==> src/hdl/jmp_pkg.sv <==
`default_nettype none

package jmp_pkg;

  typedef logic [31:0] addr_t;   // linear address, operand or EIP value
  typedef logic [15:0] sel_t;    // code segment selector
  typedef logic [15:0] opcode_t; // first byte in [15:8], second byte of 0F xx in [7:0]
  typedef logic [7:0]  op_byte_t;
  typedef logic [2:0]  ext_t;    // ModRM reg field
  typedef logic [1:0]  opsize_t;
  typedef logic [5:0]  flags_t;

  localparam opsize_t OPS_32 = 2'd0; // encoding 3 decodes the same way
  localparam opsize_t OPS_16 = 2'd1;
  localparam opsize_t OPS_8  = 2'd2;

  localparam int ZF_BIT = 3;
  localparam int CF_BIT = 1;

  localparam op_byte_t OP_JNE       = 8'h75;
  localparam op_byte_t OP_JNBE      = 8'h77;
  localparam op_byte_t OP_TWO       = 8'h0F;
  localparam op_byte_t OP2_JNE      = 8'h85;
  localparam op_byte_t OP2_JNBE     = 8'h87;
  localparam op_byte_t OP_JMP_REL32 = 8'hE9;
  localparam op_byte_t OP_JMP_REL8  = 8'hEB;
  localparam op_byte_t OP_JMP_FAR   = 8'hEA;
  localparam op_byte_t OP_GRP5      = 8'hFF;

  localparam ext_t FF_JMP_EXT = 3'd4; // FF /4 is the indirect near jump

  typedef struct packed {
    addr_t   eip;        // EIP of the next instruction
    addr_t   op0;        // displacement or absolute target
    sel_t    cs_sel;
    opcode_t opcode;
    ext_t    ext;
    opsize_t opsize;
    flags_t  eflags;
    logic    pred_taken;
  } jmp_uop_t;

  typedef struct packed {
    logic  valid;
    logic  load_addr;
    addr_t addr;
    logic  load_cs;
    sel_t  cs;
    logic  mispredict;
  } jmp_redirect_t;

endpackage

`default_nettype wire

==> src/hdl/branch_ctrl_regs.sv <==
`default_nettype none

module branch_ctrl_regs #(
  parameter jmp_pkg::sel_t CS_RESET = 16'h0008,
  parameter int            CNT_W    = 16
) (
  input  logic                   clk_i,
  input  logic                   rst_n_i,
  input  jmp_pkg::jmp_redirect_t redir_i,
  output jmp_pkg::sel_t          cs_o,
  output logic [CNT_W-1:0]       mispredict_cnt_o
);

  logic cs_load;
  logic cnt_inc;
  logic cnt_full;

  assign cs_load  = redir_i.valid && redir_i.load_cs;
  assign cnt_full = &mispredict_cnt_o;
  assign cnt_inc  = redir_i.valid && redir_i.mispredict && !cnt_full;

  always_ff @(posedge clk_i or negedge rst_n_i) begin
    if (!rst_n_i) begin
      cs_o <= CS_RESET;
    end else if (cs_load) begin
      cs_o <= redir_i.cs;
    end
  end

  // the count sticks at all ones instead of wrapping
  always_ff @(posedge clk_i or negedge rst_n_i) begin
    if (!rst_n_i) begin
      mispredict_cnt_o <= '0;
    end else if (cnt_inc) begin
      mispredict_cnt_o <= mispredict_cnt_o + 1'b1;
    end
  end

endmodule

`default_nettype wire

==> src/hdl/jump_resolve.sv <==
`default_nettype none

module jump_resolve (
  input  logic                   uop_valid_i,
  input  jmp_pkg::jmp_uop_t      uop_i,
  input  jmp_pkg::addr_t         rel_addr_i,
  input  jmp_pkg::addr_t         abs_addr_i,
  output jmp_pkg::jmp_redirect_t redir_o
);

  import jmp_pkg::*;

  op_byte_t op_hi;
  op_byte_t op_lo;
  logic     two_byte;
  logic     is_jne;
  logic     is_jnbe;
  logic     is_cond;
  logic     is_rel;
  logic     is_far;
  logic     is_ind;
  logic     is_jump;
  logic     zf;
  logic     cf;
  logic     cond_taken;
  logic     taken;
  addr_t    target;

  assign op_hi = uop_i.opcode[15:8];
  assign op_lo = uop_i.opcode[7:0];

  assign two_byte = (op_hi == OP_TWO);

  // Jcc in short form, or the 0F prefixed near form
  assign is_jne  = (op_hi == OP_JNE)  || (two_byte && (op_lo == OP2_JNE));
  assign is_jnbe = (op_hi == OP_JNBE) || (two_byte && (op_lo == OP2_JNBE));
  assign is_cond = is_jne || is_jnbe;

  assign is_rel = (op_hi == OP_JMP_REL32) || (op_hi == OP_JMP_REL8);
  assign is_far = (op_hi == OP_JMP_FAR);
  assign is_ind = (op_hi == OP_GRP5) && (uop_i.ext == FF_JMP_EXT); // other FF forms are not jumps

  assign is_jump = is_cond || is_rel || is_far || is_ind;

  assign zf = uop_i.eflags[ZF_BIT];
  assign cf = uop_i.eflags[CF_BIT];

  // JNBE needs both flags clear, JNE only looks at ZF
  assign cond_taken = (is_jne && !zf) || (is_jnbe && !zf && !cf);

  assign taken = cond_taken || is_rel || is_far || is_ind;

  always_comb begin
    if (!taken) begin
      target = '0;
    end else if (is_cond || is_rel) begin
      target = rel_addr_i;
    end else begin
      target = abs_addr_i; // far and indirect forms carry the full target in op0
    end
  end

  always_comb begin
    redir_o = '0;
    if (uop_valid_i) begin
      redir_o.valid      = 1'b1;
      redir_o.load_addr  = taken;
      redir_o.addr       = target;
      redir_o.load_cs    = is_far;
      redir_o.cs         = is_far ? uop_i.cs_sel : '0;
      redir_o.mispredict = is_jump && (taken != uop_i.pred_taken);
    end
  end

endmodule

`default_nettype wire

==> src/hdl/jump_target.sv <==
`default_nettype none

module jump_target (
  input  jmp_pkg::addr_t   eip_i,
  input  jmp_pkg::addr_t   op0_i,
  input  jmp_pkg::opsize_t opsize_i,
  output jmp_pkg::addr_t   rel_addr_o,
  output jmp_pkg::addr_t   abs_addr_o
);

  import jmp_pkg::*;

  addr_t near_sum;

  // truncate a target to the operand size of the jump
  function automatic addr_t size_mask(input addr_t target, input addr_t eip,
                                      input opsize_t opsize);
    addr_t masked;
    case (opsize)
      OPS_32:  masked = target;
      OPS_16:  masked = {16'h0000, target[15:0]};
      OPS_8:   masked = {eip[31:8], target[7:0]}; // stays inside the current 256 byte page
      default: masked = target;
    endcase
    return masked;
  endfunction

  // the displacement is already sign extended by decode, so a plain add covers rel8 and rel32
  assign near_sum = eip_i + op0_i;

  assign rel_addr_o = size_mask(near_sum, eip_i, opsize_i);
  assign abs_addr_o = size_mask(op0_i, eip_i, opsize_i);

endmodule

`default_nettype wire

==> src/hdl/jump_unit_top.sv <==
`default_nettype none

module jump_unit_top #(
  parameter jmp_pkg::sel_t CS_RESET = 16'h0008,
  parameter int            CNT_W    = 16
) (
  input  logic                   clk_i,
  input  logic                   rst_n_i,
  input  logic                   uop_valid_i,
  input  jmp_pkg::jmp_uop_t      uop_i,
  output jmp_pkg::jmp_redirect_t redir_o,
  output jmp_pkg::sel_t          cs_o,
  output logic [CNT_W-1:0]       mispredict_cnt_o
);

  import jmp_pkg::*;

  logic          uop_vld_q;
  jmp_uop_t      uop_q;
  addr_t         rel_addr;
  addr_t         abs_addr;
  jmp_redirect_t redir_d;
  jmp_redirect_t redir_q;

  always_ff @(posedge clk_i or negedge rst_n_i) begin
    if (!rst_n_i) begin
      uop_vld_q <= 1'b0;
    end else begin
      uop_vld_q <= uop_valid_i;
    end
  end

  always_ff @(posedge clk_i) begin
    if (uop_valid_i) begin
      uop_q <= uop_i;
    end
  end

  jump_target i_target (
    .eip_i      (uop_q.eip),
    .op0_i      (uop_q.op0),
    .opsize_i   (uop_q.opsize),
    .rel_addr_o (rel_addr),
    .abs_addr_o (abs_addr)
  );

  jump_resolve i_resolve (
    .uop_valid_i (uop_vld_q),
    .uop_i       (uop_q),
    .rel_addr_i  (rel_addr),
    .abs_addr_i  (abs_addr),
    .redir_o     (redir_d)
  );

  // output redirect register, one edge behind the stage register
  always_ff @(posedge clk_i or negedge rst_n_i) begin
    if (!rst_n_i) begin
      redir_q <= '0;
    end else begin
      redir_q <= redir_d;
    end
  end

  assign redir_o = redir_q;

  branch_ctrl_regs #(
    .CS_RESET (CS_RESET),
    .CNT_W    (CNT_W)
  ) i_regs (
    .clk_i            (clk_i),
    .rst_n_i          (rst_n_i),
    .redir_i          (redir_q),
    .cs_o             (cs_o),
    .mispredict_cnt_o (mispredict_cnt_o)
  );

endmodule

`default_nettype wire

==> config.mk <==
export PLATFORM = sky130hd
export DESIGN_NAME = jump_unit_top
export DESIGN_NICKNAME = d
export VERILOG_FILES = /design/src/hdl/jmp_pkg.sv /design/src/hdl/branch_ctrl_regs.sv /design/src/hdl/jump_resolve.sv /design/src/hdl/jump_target.sv /design/src/hdl/jump_unit_top.sv
export SDC_FILE = /design/constraint.sdc
export NUM_CORES = 1
export LEC_CHECK = 0
export BUFFER_PORTS_ARGS = -buffer_cell sky130_fd_sc_hd__buf_2
export CORE_ASPECT_RATIO = 1.4
export CORE_MARGIN = 2
export CORE_UTILIZATION = 54
export CTS_CLUSTER_DIAMETER = 100
export DETAILED_ROUTE_END_ITERATION = 16
export PLACE_DENSITY_LB_ADDON = 0.2
export RECOVER_POWER = 100
export SLEW_MARGIN = 15
export SYNTH_ARGS = -nofsm -noshare
export SYNTH_HDL_FRONTEND = slang
export SYNTH_SLANG_ARGS = --single-unit
==> constraint.sdc <==
create_clock -name clk_i -period 4.2 [get_ports clk_i]
set_input_delay 0.21 -clock clk_i [delete_from_list [all_inputs] [get_ports clk_i]]
set_output_delay 0.21 -clock clk_i [all_outputs]
set_load 0.01 [all_outputs]
* Word-level counts from Yosys, hierarchy flattened
Index checks and enable logic that the tools add are counted.
Storage, ports and cells: register bits after elaboration 191, input port bits 111, output and inout bits 84, word-level logic and storage cells 63
Operators by class: add/subtract/negate cells 2, equal/unequal tests 13, muxes and demuxes 6, reductions and logical operators 25
Operators by type and width (count):
- one-hot mux 32 bit (2 select lines) | 2
- two-way mux 32 bit | 2
- two-way mux 52 bit | 1
- == test 8 bit, second input constant | 6
- adder 32 bit | 1
- adder 16 x 1 -> 16 bit, second input constant | 1
- == test 8 x 7 -> 1 bit, second input constant | 2
- two-way mux 16 bit | 1
- AND reduction 16 bit | 1
- logical OR 1 bit | 11
- logical AND 1 bit | 10
- == test 8 x 4 -> 1 bit, second input constant | 1
- == test 3 bit, second input constant | 1
- zero test 1 bit | 3
- == test 2 x 1 -> 1 bit, second input constant | 1
- == test 2 bit, second input constant | 1
- != test 1 bit | 1

* Logic depth before layout (Yosys ltp)
Gate-level depths: netlist of the first run.
depth after elaboration 12, gate-level depth with buffers 12, depth with buffers taken out 12

* Cells and area by module
Synthesis of the first run repeated with hierarchy kept, for this count alone.
Unflattened totals: cell total of the unflattened synthesis 778, area, all modules 9490.4 µm²
By module, submodules not included:
- jump_unit_top | times used 1, cells each 161, area an instance 4569.4 µm², seq. area each 4569.4 µm²
- jump_target | times used 1, cells each 353, area an instance 2478.6 µm², seq. area each 0.0 µm²
- branch_ctrl_regs | times used 1, cells each 102, area an instance 1412.6 µm², seq. area each 802.0 µm²
- jump_resolve | times used 1, cells each 162, area an instance 1029.7 µm², seq. area each 0.0 µm²

* Least setup slack after synthesis of the first run
No wires, ideal clock.
path type register to register, from register uop_q[44] in the netlist's numbering, to register redir_q (netlist bit redir_o[48]), library setup time 0.132 ns, arrival 2.777 ns, required time 4.068 ns, path slack 1.291 ns, stages on the path, launching flop included 13, buffers on the path 0, period minus slack after synthesis 2.909 ns, path through edfxtp_1 ha_1 fa_1 a21oi_1 o221a_2 o21ai_2 a311oi_1 o31a_1 or3_1 o211ai_1 xor2_1 a222oi_1 nor2_1
RTL lines:
- start, declared | RTL line jump_unit_top.sv:19 | jmp_uop_t uop_q;
- start signal, assigned | RTL line jump_unit_top.sv:35 | uop_q <= uop_i;
- end signal, assigned | RTL line jump_unit_top.sv:60 | redir_q <= redir_d;
- end, declared | RTL line jump_unit_top.sv:23 | jmp_redirect_t redir_q;

==> flow_summary.ini, run 1 <==
[status]
status = finished, violations left
violations = capacitance limit, slew limit

[worst_setup_path]
cp.required_ns = 4.46
worstSetupPathType = flop to flop
ff2ff_path_depth = 11
rrSetupSlack_ns = 0.55
cp_max_fo = 4
crit_family = compound AO/OA/AOI/OAI gates
startpoint_type = flop
rr_startpoint = uop_q[45]
crit_top_cell = a211o_1
crit_buf_inv = 0
cp.arrival_ns = 3.91
max_stage_delay_ns = 0.50
crit_chain = ha_1 -> a211oi_1 -> o21ai_0 -> a211o_1 -> a31o_1 -> a211o_1 -> a31oi_4 -> o21ai_1 -> a31oi_2 -> xnor2_1 -> a2111oi_0
worst_path_max_delay_cell = a2111oi_0
timing.rr.end = redir_o[49]
critPathCaptureType = flop

[pwr]
total_power_uw = 4354
p_leak_uw = 0.004647
ir_drop_mv = 0.2439
powerDensity_nw_per_um2 = 399.1

[synth]
yosysTopAreaCell = edfxtp_1
synth.most_common_cell = edfxtp_1
synth.net_count = 770
async_reset_ff_share_pct = 44.97
yosys_register_bits = 189
syn_area_per_cell_um2 = 13.16
ys.flop_type = edfxtp_1
ys_seq_area_share_pct = 63.95
synth_commonest_cells = edfxtp_1, dfrtp_1, nand2_1, nor2_1, a21oi_1
synth_cell_types = 60
syn_area_um2 = 8212
ys_top_cells_by_area = edfxtp_1, dfrtp_1, ha_1
synthCells = 624
yosys_warnings = 0
yosysTopAreaCellShare_pct = 38.03
synth_edf_count = 104

[timing]
post-route-period-util_pct = 86.92
hold_viol = 0
fmax_mhz = 273.9
post-route-min-period_ns = 3.651
setup_tns_ns = 0
setup_violations = 0
maxSlewHeadroom_pct = -36.68
skew_ns = 0.01410
final_max_slew_viol_count = 149
tightest_slew_ns = 2.050
rsz0062_at_grt = false

[placed_design]
globalplace.congestion = 0.8994
dp.cells = 996
io_buffers = 190
dp.final_hpwl_um = 12920
placed_area_um2 = 9393

[drt]
vias = 6310
wl_per_cell_um = 17.72
viasPerCell = 5.564
finalWirelength_um = 20100
drc = 0
drt_iter0_drc = 429
detail-route-antenna-nets = 0
first_pass_iters = 6

[cells_and_area]
multi_input_area_um2 = 2840
final_nets = 1074
fin_util_pct = 73.12
design_area_um2 = 10910
regArea_um2 = 5251
num-fill-cells = 1064
drive_above_1_share_pct = 16.47
area_growth_pct = 32.85
layout.cells.non_filler = 1134

[cts]
clock_path_buffers = 2
htree_levels = 4
numCtsBuffers = 17
clock_sinks = 189
cts-root-buf = clkbuf_16
clk_latency_ns = 0.43
path_clk_slew_ns = 0.08
cts_tree = yes

[die]
rows = 53
chipHeight_um = 149.9
core_area_um2 = 14920
dieWidth_um = 108.2
ios = 195
dieArea_um2 = 16220
initial_utilization_pct = 55.04

[global_routing]
grt_usage_pct = 25.06
grt_pass1_vias = 6512
gr-total-overflow = 0
grt_pass1_wl_um = 31060
grt_max_degree = 84
antenna_found_initial = 1

[job]
maxCapViolations = 2

[worst_hold_path]
hold_depth = 0
min_to = redir_o[51]
worstHoldStart = uop_vld_q
hold_path.class = flop to flop
## flip-flops by register name (all words and copies together), names as in the netlist
name / count
i_regs.cs_o: 16
i_regs.mispredict_cnt_o: 16
redir_o: 52
uop_q: 104
uop_vld_q: 1
## layout by cell type, fill, tap and decap left out, drive strengths merged, types with 3 or more instances in the layout
cell / n
clkinv: 9
nand3: 17
o21ai: 20
nor2: 45
xor2: 12
a221oi: 3
a31oi: 3
nor2b: 3
xnor2: 27
and3: 7
a211oi: 4
buf: 95
o211ai: 6
inv: 18
a211o: 4
or3: 3
nand3b: 3
a2111oi: 3
dfrtp: 84
nand2: 47
nor3: 7
and2: 22
mux2: 18
a21o: 13
nand4: 10
clkbuf: 118
a21oi: 42
a222oi: 15
nor3b: 3
dlygate4sd3: 105
ha: 34
edfxtp: 104
nand2b: 3
## how the worst max path moves through the flow
stage / from / end / depth (start not counted)
global placement: uop_q[44] / redir_o[46] / 11
CTS: uop_q[45] / redir_o[45] / 10
finish: uop_q[45] / redir_o[49] / 11
global route: uop_q[85] / redir_o[48] / 11
detailed placement: uop_q[45] / redir_o[45] / 10
floorplan: uop_q[44] / redir_o[48] / 12
## per-layer routing
metal | up-vias | track usage, % | routed length (um) | part of all wire [%]
li1 | 2963 | - | - | -
met1 | 3030 | 27.13 | 7321 | 36
met2 | 270 | 46.73 | 11000 | 55
met3 | 47 | 4.443 | 1141 | 5.7
met4 | 0 | 11.67 | 630 | 3.1
met5 | - | 0 | 0 | 0
## worst register-to-register path: stages (launching register included)
cell       delay (ns)
edfxtp_1         0.45
ha_1             0.35
a211oi_1         0.25
o21ai_0          0.26
a211o_1          0.37
a31o_1           0.29
a211o_1          0.34
a31oi_4          0.26
o21ai_1          0.13
a31oi_2          0.20
xnor2_1          0.09
a2111oi_0        0.50
## report_power, final
| group | switching [uW] | leakage, uW | internal [uW] |
|---|---|---|---|
| Sequential | 48.9 | 0.00220 | 2060 |
| Clock | 788 | 0.000298 | 812 |
| Combinational | 345 | 0.00215 | 300 |
## through the flow
step	hold WS, ns	setup WS (ns)
floorplan	-0.08559	1.291
global placement	0.1206	0.9245
detailed placement	0.1312	0.8713
CTS	0.2342	0.8287
global route	0.4602	0.3444
finish	0.4383	0.5493
## timing repair
item | CTS | global route
setup buffers | 0 | 0
gates resized for setup | 0 | 0
hold buffers | 105 | 0
endpoints found under the hold margin | 125 | 0
## kinds of logic (layout without fill, tap and decap cells)
group | count (synthesis) | count (layout) | share of synthesized area [%]
other | 0 | 1 | 0
XOR/XNOR | 39 | 39 | 4.160
AND/OR/NAND/NOR | 180 | 180 | 10.92
buffers and inverters | 28 | 345 | 1.280
flip-flops | 189 | 189 | 63.95
multiplexers | 20 | 20 | 2.712
adder cells (fa/ha/maj) | 35 | 35 | 5.424
AO/OA/AOI/OAI | 133 | 133 | 11.55
## area by class of cell
| class | instances | area share, % |
|---|---|---|
| well taps | 192 | 2.202 |
| clock buffers | 17 | 3.900 |
| repair buffers | 301 | 17.57 |
| clock inverters | 15 | 1.720 |
| multi-input cells | 407 | 26.04 |
| flip-flops and latches | 189 | 48.14 |
| inverters | 12 | 0.4129 |
| diodes | 1 | 0.02294 |
Note: power is estimated with default switching activity, not from simulation.
==> run 2: changes to the inputs <==
==> constraint.sdc (replaced) <==
create_clock -name clk_i -period 3.97 [get_ports clk_i]
set_input_delay 0.1985 -clock clk_i [delete_from_list [all_inputs] [get_ports clk_i]]
set_output_delay 0.1985 -clock clk_i [all_outputs]
set_load 0.01 [all_outputs]
==> run 2 against run 1 <==
Largest cell class unchanged. Hold slack improved by 0.023 ns. Worst setup slack got worse by 0.12 ns. Register-to-register slack got worse by 0.12 ns. Combinational power increased by 5.9%. Critical endpoint is now redir_o[46]. The run still ends with capacitance limit, slew limit left. Sequential share of layout area decreased by 0.088 points. Critical path type unchanged. Flip-flop and latch count unchanged. Critical path depth unchanged.
==> flow_summary.ini, run 2 (same netlist as run 1, synthesis figures left out) <==
[timing]
setup_violations = 0
setup_tns_ns = 0
skew_ns = 0.01282
hold_viol = 0
fmax_mhz = 282.7
final_max_slew_viol_count = 116
maxSlewHeadroom_pct = -38.57
post-route-min-period_ns = 3.537
tightest_slew_ns = 2.079
rsz0062_at_grt = false
post-route-period-util_pct = 89.10

[global_routing]
grt_pass1_vias = 6669
antenna_found_initial = 0
grt_max_degree = 86
grt_usage_pct = 25.22
grt_pass1_wl_um = 31430
gr-total-overflow = 0

[cells_and_area]
num_antenna_cells = 0
layout_commonest_cell = dlygate4sd3_1
area_growth_pct = 33.09
layout_common_cells = dlygate4sd3_1, edfxtp_1, clkbuf_1
largest_reg_flops = 104
design_area_um2 = 10930
regArea_um2 = 5251
drive_above_1_share_pct = 16.58
final_nets = 1074
num-fill-cells = 1050
regMostFlops = uop_q
fin_util_pct = 73.25
multi_input_area_um2 = 2846

[worst_setup_path]
worst_path_max_delay_cell = a2111oi_0
crit_buf_inv = 0
rrSetupSlack_ns = 0.43
cp.arrival_ns = 3.79
worstSetupPathType = flop to flop
cp.required_ns = 4.22
startpoint_type = flop
cp_max_fo = 4
max_stage_delay_ns = 0.50
critPathCaptureType = flop
crit_chain = ha_1 -> fa_1 -> a21oi_1 -> o221a_2 -> o21ai_2 -> a311oi_1 -> o31a_1 -> o21ai_0 -> a2111oi_0 -> a311o_1 -> a221oi_1
rr_startpoint = uop_q[44]
crit_family = compound AO/OA/AOI/OAI gates
crit_start = uop_q[44]

[pwr]
ir_drop_mv = 0.2670
p_leak_uw = 0.004653
total_power_uw = 4664
powerDensity_nw_per_um2 = 426.7

[worst_hold_path]
hold_path.class = flop to flop
worstHoldStart = uop_q[37]

[status]
status = finished, violations left
violations = capacitance limit, slew limit

[drt]
finalWirelength_um = 20140
wl_per_cell_um = 17.77
first_pass_iters = 7
detail-route-antenna-nets = 0
drc = 0
viasPerCell = 5.605
vias = 6351
drt_iter0_drc = 433

[placed_design]
globalplace.congestion = 0.8947
placed_area_um2 = 9393
io_buffers = 190
dp.final_hpwl_um = 12920

[cts]
cts_tree = yes
path_clk_slew_ns = 0.08
htree_levels = 4
clock_sinks = 189
clock_path_buffers = 2
clk_latency_ns = 0.43
numCtsBuffers = 17
cts_resized = 0
cts-root-buf = clkbuf_16

[die]
dieArea_um2 = 16220
initial_utilization_pct = 55.04
rows = 53
chipHeight_um = 149.9
dieWidth_um = 108.2
ios = 195
core_area_um2 = 14920

[job]
maxCapViolations = 2
run 2: changes by cell type in the layout (fill, tap and decap cells not counted), sizes merged:
| cell | previous run | this run |
|---|---|---|
| clkinv | 9 | 6 |
| inv | 18 | 20 |
| clkbuf | 118 | 119 |
| diode | 1 | 0 |
run 2: path summary, 6_finish.rpt:
kind	end	cells past startpoint
max in group asynchronous	redir_o[49]	3
hold / removal	redir_o[10]	1
setup / recovery	redir_o[46]	11
setup reg to reg	redir_o[46]	11
min in group asynchronous	i_regs.mispredict_cnt_o[2]	2
hold reg to reg	redir_o[10]	1
run 2: per-stage QoR:
step	instances	setup WS, ns	hold slack (ns)
finish	1133	0.4326	0.4615
global route	1133	0.2078	0.4670
CTS	1133	0.6102	0.2521
detailed placement	996	0.6500	0.1616
global placement	996	0.7065	0.1504
floorplan	624	1.061	-0.09709
run 2: cell type report:
cell class	instances	area share, %
well taps	192	2.198
flip-flops and latches	189	48.05
clock buffers	18	4.121
clock inverters	14	1.649
repair buffers	301	17.53
inverters	12	0.4121
multi-input cells	407	26.04
run 2: repair_timing:
action / in CTS / in global routing
hold endpoints to repair: 132 / 0
setup buffers: 0 / 0
setup endpoints to repair: 0 / 0
hold buffers: 105 / 0
run 2: layer usage:
layer | GRT usage (%) | share of wire (%) | vias up
met2 | 47.23 | 55 | 271
met4 | 11.28 | 2.8 | 0
met5 | 0 | 0 | -
met3 | 4.965 | 5.6 | 50
li1 | - | - | 2945
met1 | 26.97 | 37 | 3085
run 2: worst register-to-register path: cells and delay by family (launching register included):
| kind | cells | cell delay (ns) |
|---|---|---|
| compound gates | 9 | 2.30 |
| fa+ha+maj | 2 | 0.67 |
| flops | 1 | 0.40 |
run 2: power by group:
| part | total, uW | switching (uW) | internal, uW |
|---|---|---|---|
| clock network | 1750 | 847 | 901 |
| logic | 683 | 367 | 317 |
| registers | 2230 | 52.4 | 2180 |
